<file path="src/hw/csr_pkg.sv">
package csr_pkg;

	localparam int WB_DW = 32;
	localparam int WB_AW = 4;

	localparam logic [WB_AW-1:0] ADDR_CTRL = 4'd0;
	localparam logic [WB_AW-1:0] ADDR_STAT = 4'd1;

	// control register
	localparam int CTRL_SMAX_LSB = 0;
	localparam int CTRL_SMAX_W = 7;
	localparam int CTRL_WARN = 8;
	localparam int CTRL_EN = 16;

	// status register, overflow bits are write-1-to-clear
	localparam int STAT_L1A_LSB = 0;
	localparam int STAT_L1A_W = 6;
	localparam int STAT_EVT_LSB = 8;
	localparam int STAT_EVT_W = 9;
	localparam int STAT_EVT_OVF = 24;
	localparam int STAT_L1A_OVF = 25;

endpackage

</file>
<file path="src/hw/readout_csr.sv">
`timescale 1ns/10ps

module readout_csr (
	input logic RCLK,
	input logic RST_RESYNC,
	input logic wb_cyc,
	input logic wb_stb,
	input logic wb_we,
	input logic [csr_pkg::WB_AW-1:0] wb_adr,
	input logic [csr_pkg::WB_DW-1:0] wb_dat_w,
	output logic [csr_pkg::WB_DW-1:0] wb_dat_r,
	output logic wb_ack,
	output logic [csr_pkg::CTRL_SMAX_W-1:0] samp_max,
	output logic warn,
	output logic enable,
	input logic [csr_pkg::STAT_EVT_W-1:0] evt_count,
	input logic [csr_pkg::STAT_L1A_W-1:0] l1a_count,
	input logic evt_ovf,
	input logic l1a_ovf
);
	logic acc_wr;
	logic ctrl_wr;
	logic stat_wr;
	logic evt_sticky;
	logic l1a_sticky;
	logic [csr_pkg::WB_DW-1:0] ctrl_word;
	logic [csr_pkg::WB_DW-1:0] stat_word;

	// write lands at the end of the ack cycle
	assign acc_wr = wb_cyc & wb_stb & wb_we & wb_ack;
	assign ctrl_wr = acc_wr & (wb_adr == csr_pkg::ADDR_CTRL);
	assign stat_wr = acc_wr & (wb_adr == csr_pkg::ADDR_STAT);

	always_comb begin
		ctrl_word = '0;
		ctrl_word[csr_pkg::CTRL_SMAX_LSB +: csr_pkg::CTRL_SMAX_W] = samp_max;
		ctrl_word[csr_pkg::CTRL_WARN] = warn;
		ctrl_word[csr_pkg::CTRL_EN] = enable;

		stat_word = '0;
		stat_word[csr_pkg::STAT_L1A_LSB +: csr_pkg::STAT_L1A_W] = l1a_count;
		stat_word[csr_pkg::STAT_EVT_LSB +: csr_pkg::STAT_EVT_W] = evt_count;
		stat_word[csr_pkg::STAT_EVT_OVF] = evt_sticky;
		stat_word[csr_pkg::STAT_L1A_OVF] = l1a_sticky;

		if (wb_adr == csr_pkg::ADDR_CTRL)
			wb_dat_r = ctrl_word;
		else if (wb_adr == csr_pkg::ADDR_STAT)
			wb_dat_r = stat_word;
		else
			wb_dat_r = '0;   // unmapped
	end

	always_ff @(posedge RCLK or posedge RST_RESYNC) begin
		if (RST_RESYNC) begin
			wb_ack <= 1'b0;
			samp_max <= '0;
			warn <= 1'b0;
			enable <= 1'b0;
			evt_sticky <= 1'b0;
			l1a_sticky <= 1'b0;
		end else begin
			wb_ack <= wb_cyc & wb_stb & ~wb_ack;   // one ack per access
			if (ctrl_wr) begin
				samp_max <= wb_dat_w[csr_pkg::CTRL_SMAX_LSB +: csr_pkg::CTRL_SMAX_W];
				warn <= wb_dat_w[csr_pkg::CTRL_WARN];
				enable <= wb_dat_w[csr_pkg::CTRL_EN];
			end
			// new overflow wins over a clear in the same cycle
			evt_sticky <= evt_ovf |
				(evt_sticky & ~(stat_wr & wb_dat_w[csr_pkg::STAT_EVT_OVF]));
			l1a_sticky <= l1a_ovf |
				(l1a_sticky & ~(stat_wr & wb_dat_w[csr_pkg::STAT_L1A_OVF]));
		end
	end

endmodule

</file>
<file path="config.mk">
export PLATFORM = sky130hd
export DESIGN_NAME = readout_csr
export DESIGN_NICKNAME = d
export VERILOG_FILES = /design/src/hw/csr_pkg.sv /design/src/hw/readout_csr.sv
export SDC_FILE = /design/constraint.sdc
export NUM_CORES = 1
export LEC_CHECK = 0
export BUFFER_PORTS_ARGS = -buffer_cell sky130_fd_sc_hd__buf_2
export CAP_MARGIN = 20
export CORE_MARGIN = 2
export CORE_UTILIZATION = 28
export DETAILED_ROUTE_END_ITERATION = 10
export GPL_ROUTABILITY_DRIVEN = 0
export GPL_TIMING_DRIVEN = 1
export HOLD_SLACK_MARGIN = 0.05
export PLACE_DENSITY = 0.84
export SLEW_MARGIN = 20
export SYNTH_ARGS = -nofsm -noshare
export SYNTH_HDL_FRONTEND = slang
export SYNTH_SLANG_ARGS = --single-unit
</file>
<file path="constraint.sdc">
create_clock -name RCLK -period 1.3 [get_ports RCLK]
set_input_delay 0.065 -clock RCLK [delete_from_list [all_inputs] [get_ports RCLK]]
set_output_delay 0.065 -clock RCLK [all_outputs]
set_load 0.02 [all_outputs]
</file>
Word level (Yosys, flattened, before mapping) --
Index checks and enable logic that the tools add are counted.
Operators by class: reduce and logical (&&, ||, !) cells 1, eq/ne operators 1, bitwise operators 15, multiplexer cells 2
Operators with widths (count):
- $mux 26 | 2
- $and 1x1->1 | 10
- $eq 4x1->1 const B | 1
- $logic_not 4->1 | 1
- $not 1->1 | 3
- $or 1x1->1 | 2
Storage, ports and cells: bits in registers 12, logic and storage cells 25

Depth between registers and ports, before layout --
Gate-level depths: netlist of the first run.
depth after elaboration 8, depth in mapped cells 3, mapped depth without buffers 3

Least setup slack after synthesis of the first run --
Ideal clock, no wire load.
path type reg2reg, from register wb_ack, to register enable, library setup time 125 ps, period minus slack after synthesis 1372 ps, path slack -72 ps, arrival time 1247 ps, cell stages (with the launch flop) 4, cell sequence dfrtp_1 -> nand4_1 -> nor2_8 -> mux2_2
On the way: cells in the longest elaborated chain, start to end 2
Ends and longest elaborated chain:
- start: declaration | RTL line readout_csr.sv:12 | output logic wb_ack,
- start signal: assignment | RTL line readout_csr.sv:63 | wb_ack <= wb_cyc & wb_stb & ~wb_ack;
- $and 1x1->1 | RTL line readout_csr.sv:30 | assign acc_wr = wb_cyc & wb_stb & wb_we & wb_ack;
- $and 1x1->1 | RTL line readout_csr.sv:31 | assign ctrl_wr = acc_wr & (wb_adr == csr_pkg::ADDR_CTRL);
- end signal: assignment | RTL line readout_csr.sv:67 | enable <= wb_dat_w[csr_pkg::CTRL_EN];
- end: declaration | RTL line readout_csr.sv:15 | output logic enable,
Every way passes these cells. A chain may end at the register's enable or synchronous reset.

Final worst setup path of the first run --
from input port wb_stb, to register samp_max[5] (netlist bit)
On the way: cells in the longest elaborated chain, start to end 4
Ends and longest elaborated chain:
- start: declaration | RTL line readout_csr.sv:7 | input logic wb_stb,
- $and 1x1->1 (3 in a row) | RTL line readout_csr.sv:30
- $and 1x1->1 | RTL line readout_csr.sv:31
- end signal: assignment | RTL line readout_csr.sv:65 | samp_max <= wb_dat_w[csr_pkg::CTRL_SMAX_LSB +: csr_pkg::CTRL_SMAX_W];
- end: declaration | RTL line readout_csr.sv:13 | output logic [csr_pkg::CTRL_SMAX_W-1:0] samp_max,
Every way passes these cells.

==> results of run 1 <==
[worst reg2reg max path, cell delays in order (launching register included)]
cell and delay (ps):
dfrtp_2 390, nand4_1 90, buf_6 150, nor2_8 120, mux2_2 350
[registers in the layout, indices dropped and copies added (netlist names)]
name,cells
warn,1
enable,1
l1a_sticky,1
samp_max,7
wb_ack,1
evt_sticky,1
[final timing paths]
check / slack [ps] / cells past startpoint / endpoint
max in group asynchronous: 620 / 3 / wb_ack$_DFF_PP0_
min in group asynchronous: 330 / 3 / samp_max[1]$_DFFE_PP0P_
worst max-delay path: 30 / 6 / samp_max[5]$_DFFE_PP0P_
worst min-delay path: 310 / 4 / samp_max[1]$_DFFE_PP0P_
worst max register to register: 70 / 4 / samp_max[5]$_DFFE_PP0P_
worst min register to register: 470 / 1 / wb_ack$_DFF_PP0_
[cells in the final DEF (no fill, tap or decap)]
master,n
nor2_4,1
clkbuf_4,3
or4_4,1
nand4_1,1
nor2_8,1
a31oi_1,2
a22o_1,8
buf_6,1
clkbuf_8,1
conb_1,14
and2_1,10
buf_4,8
nor2_1,3
nand2_1,1
inv_1,3
mux2_2,6
dfrtp_2,1
mux2_1,3
nor4b_4,1
buf_2,64
nor4_2,1
nor2b_1,1
dfrtp_1,11
dlygate4sd3_1,16
[routing by layer]
metal	global-route usage, %	up-vias
met5	0	-
met3	4.42	2
met1	13.3	387
met2	31.3	58
li1	-	401
met4	3.06	0
[power by group]
part / leakage, nW / total (mW) / internal [mW] / switching [mW]
clock network: 0.0210 / 0.305 / 0.170 / 0.134
logic: 0.624 / 0.245 / 0.116 / 0.129
registers: 0.154 / 0.397 / 0.386 / 0.0104
[cell type report]
class	instances	area, µm²
Multi-Input combinational cell	54	405
Timing Repair Buffer	89	552
Tap cell	30	37.5
Fill cell	216	1180
Inverter	3	11.3
Sequential cell	12	302
Clock buffer	4	36.3
[metrics by stage]
stage / hold slack (ps) / setup slack (ps)
after global placement: 89.1 / -84.2
after CTS: 314 / 37.1
after detailed placement: 94.3 / -116
after global routing: 319 / 3.66
after floorplan: -70.4 / -38.2
final: 308 / 26.1
[kinds of logic after synthesis]
family,after synthesis,synth area share [%]
buf+inv,18,15.9
simple gates,20,19.7
compound gates,10,10.9
mux,9,13.4
other cells,1,0.495
flops,12,39.7
[what timing repair did]
| item | CTS | global route |
|---|---|---|
| pin swaps | 2 | 0 |
| resized for setup | 0 | 2 |
| gates cloned | 1 | 0 |
| hold buffers | 16 | 0 |
| setup buffers | 1 | 0 |
| endpoints found under the setup margin | 9 | 5 |
| hold endpoints to repair | 24 | 0 |
==> impl_metrics.ini, run 1 <==
[status]
status = complete, no violations

[global_route]
antenna_found_initial = 0
grt.total_usage_pct = 14.8
grt_max_degree = 13
grt_pass1_wl_um = 3660
grt_overflow_total = 0
grt_pass1_vias = 847

[drt]
detail_route.first_pass.iterations = 3
via_per_inst = 4.42
post-route-drc-count = 0
routedWlPerCell_um = 12.4
drtIter0Drc = 2
dr_wl_met2_um = 1310
top_layer_used = met4
final_antenna_net_count = 0
wl_met3_um = 224
wl_met1_um = 840
drt-total-wl_um = 2380
vias = 848

[worst_setup_path]
crit_family = buffers and inverters
regToRegStartpoint = wb_ack$_DFF_PP0_
cp.arrival_ps = 1430
crit_start = wb_stb
crit_path_top_delay_cell = dlygate4sd3_1
cpPeakStageDelay_ps = 530
critPathMaxFanout = 5
cp-end-kind = flip-flop
crit_type = primary input to flip-flop
startpoint_type = primary input
critPathRequiredTime_ps = 1460
worstPathCellList = dlygate4sd3_1 > buf_2 > nand4_1 > buf_6 > nor2_8 > mux2_2
worst-path-buf-inv = 3

[power_and_ir_drop]
ir_drop_v = 0.000586
p_leak_nw = 0.798
power.density_nw_per_um2 = 704
total_power_mw = 0.947

[finish]
design_area_um2 = 1340
fin_util_pct = 53.3
syn_to_final_growth_pct = 77.5
n_antenna_cell = 0
fin_cells = 192
final_nets = 221
drive_gt1_share_pct = 54.9

[logic_synthesis]
syn_area_um2 = 757
synth_area_per_cell_um2 = 10.8
netlist.area_leader.share_pct = 39.7
yosys-top-cells-count = buf_4 (14), dfrtp_1 (12), and2_1 (10)
synth_cell_type_count = 18
yosysTopAreaCell = dfrtp_1
synth_ff_type = dfrtp_1
ys_ff_latch = 12
synth_edf_count = 0
netlist_top_cells_area = dfrtp_1 (40%), buf_4 (14%), a22o_1 (9.3%)
yosysWarnings = 0
async_flop_share_pct = 100
synthCells = 70
yosysMostFrequentCell = buf_4
ys_seq_area_share_pct = 39.7

[placed_design]
port_buffers = 64
placed_cells = 170
hpwl_um = 1650
place_area_um2 = 1120

[clocking]
cts_sinks = 12
htreeDepth = 1
clockRootBuffer = clkbuf_4
clkLatencyLatePin_ps = 280
clockBufferDepth = 2
numCtsBuffers = 3
clkTransAtPathRegs_ps = 80
cts_tree = built

[timing]
finalMaxSlewViolations = 0
hold_viol_final = 0
setup_viol = 0
period_minus_slack_ps = 1270
fmax_mhz = 785
skew_ps = 10.2
rsz0062_at_grt = false
post-route-period-util_pct = 98.0
tns_ps = 0

[die]
die_w_um = 56.0
core_area_um2 = 2520
num_rows = 18
initial_core_util_pct = 30.0
ios = 100
die_h_um = 56.0
die-area_um2 = 3140

[run]
drv_cap = 0

[hold_path]
hold_class = primary input to flip-flop
hold_path.startpoint = wb_adr[2]
(Power assumes the default switching activity.)
==> run 2: changes to the inputs <==
Settings changed: CELL_PAD_IN_SITES_DETAIL_PLACEMENT set to 1, CELL_PAD_IN_SITES_GLOBAL_PLACEMENT set to 2, CORE_UTILIZATION 28 to 13, PLACE_DENSITY 0.84 to 0.83, TNS_END_PERCENT set to 50.
==> run 2 against run 1 <==
Routed wire length grew 11%. Highest routed layer unchanged. Power grew 9.9%. Worst hold slack lost 250 ps. Clock power grew 39%. Global-route usage shrank 7.1 points. Largest cell class unchanged. Worst setup slack gained 36 ps. Core utilization shrank 30 points. Cell count grew 17%. Register-to-register slack is essentially flat. Clock-buffer cell count is the same. First-iteration DRC count grew to 11 times the previous value.
==> impl_metrics.ini, run 2 (synthesis gave the netlist of run 1 again) <==
[drt]
via_per_inst = 3.60
detail_route.first_pass.iterations = 3
routedWlPerCell_um = 11.8
drt-total-wl_um = 2650
final_antenna_net_count = 0
vias = 807
post-route-drc-count = 0
drtIter0Drc = 21

[timing]
rsz0062_at_grt = true
fmax_mhz = 808
setup_viol = 0
skew_ps = 5.29
finalMaxSlewViolations = 0
post-route-period-util_pct = 95.2
hold_viol_final = 0
period_minus_slack_ps = 1240
fin_hold_ws_ps = 53.2

[finish]
layout_commonest_cell = buf_2
final_nets = 211
syn_to_final_growth_pct = 73.2
drive_gt1_share_pct = 57.2
design_area_um2 = 1310
final_cell_mix = buf_2 (64), conb_1 (14), dfrtp_1 (11)
n_antenna_cell = 0
largest_register_ffs = 7
fin_util_pct = 23.5
top_register = samp_max
fin_cells = 224

[power_and_ir_drop]
p_leak_nw = 0.758
power.density_nw_per_um2 = 793
total_power_mw = 1.04
ir_drop_v = 0.000233

[hold_path]
hold_class = primary input to flip-flop

[clocking]
clockBufferDepth = 2
numCtsBuffers = 3
clkLatencyLatePin_ps = 250
clkTransAtPathRegs_ps = 60
htreeDepth = 1
postCtsSetupBuffers = 0
cts_tree = built
cts_sinks = 12
clockRootBuffer = clkbuf_8

[worst_setup_path]
crit_type = flip-flop to flip-flop
startpoint_type = flip-flop
cp.arrival_ps = 1360
critPathRequiredTime_ps = 1430
critPathMaxFanout = 5
worstPathCellList = nand4_1 > buf_6 > nor2_8 > mux2_2
cp-end-kind = flip-flop
crit_family = flip-flops
worst-path-buf-inv = 1
crit_path_top_delay_cell = dfrtp_2
rrSetupSlack_ps = 60
cpPeakStageDelay_ps = 370

[global_route]
grt_overflow_total = 0
grt_max_degree = 13
globalRouteMet3Util_pct = 2.02
grt_use_met2_pct = 13.7
grt_pass1_wl_um = 3710
busiest_layer = met2
grt_pass1_vias = 775
grtUsageMet1_pct = 8.17
grt.total_usage_pct = 7.66
antenna_found_initial = 0

[placed_design]
port_buffers = 64
hpwl_um = 2100
placed_cells = 211
place_area_um2 = 1160

[die]
ios = 100
core_area_um2 = 5570
die_w_um = 80.3
die-area_um2 = 6450
initial_core_util_pct = 13.6
num_rows = 27
die_h_um = 80.3

[status]
status = complete, no violations

[run]
drv_cap = 0
## run 2: cell count changes in the layout (fill, tap and decap cells not counted)
cell           previous run  this run
clkbuf_4                  3         0
nor4b_2                   0         1
buf_4                     8         6
nor4b_4                   1         0
dlygate4sd3_1            16         8
clkbuf_8                  1         4
## run 2: per-layer routing
layer	vias up	wire, µm
met5	-	0
met4	0	44
met3	4	263
met2	43	1350
met1	379	990
li1	381	-
## run 2: path summary, 6_finish.rpt
path | from | endpoint | depth (start not counted)
worst max-delay path | wb_ack$_DFF_PP0_ | warn$_DFFE_PP0P_ | 4
worst min-delay path | wb_dat_w[2] | samp_max[2]$_DFFE_PP0P_ | 2
worst max register to register | wb_ack$_DFF_PP0_ | warn$_DFFE_PP0P_ | 4
worst min register to register | wb_ack$_DFF_PP0_ | wb_ack$_DFF_PP0_ | 1
max in group asynchronous | RST_RESYNC | wb_ack$_DFF_PP0_ | 3
min in group asynchronous | RST_RESYNC | l1a_sticky$_DFF_PP0_ | 3
## run 2: power breakdown
group          leakage, nW  total [mW]  switching, mW  internal (mW)
clock network       0.0288       0.424          0.156          0.268
registers            0.154       0.397         0.0101          0.387
logic                0.576       0.219          0.123         0.0962
## run 2: final cells by class
type                            count  area, µm²
Fill cell                         686       4260
Timing Repair Buffer               79        457
Multi-Input combinational cell     54        397
Sequential cell                    12        302
Tap cell                           72       90.1
Clock buffer                        4       55.1
Inverter                            3       11.3
## run 2: metrics by stage
stage	TNS, ps	worst slack, ps
finish	0	61.8
global route	0	5.93
CTS	0	10.1
detailed placement	-1070	-129
global placement	-838	-98.2
floorplan	-304	-38.2
## run 2: worst reg2reg max path, cell delays in order, from the launching register on
cell,delay (ps)
dfrtp_2,370
nand4_1,90
buf_6,160
nor2_8,150
mux2_2,350
## run 2: what timing repair did
item,in CTS,in global routing
hold buffers,8,0
pin swaps,1,3
setup endpoints to repair,4,9
endpoints found under the hold margin,18,0
gates cloned,0,1
resized for setup,0,1
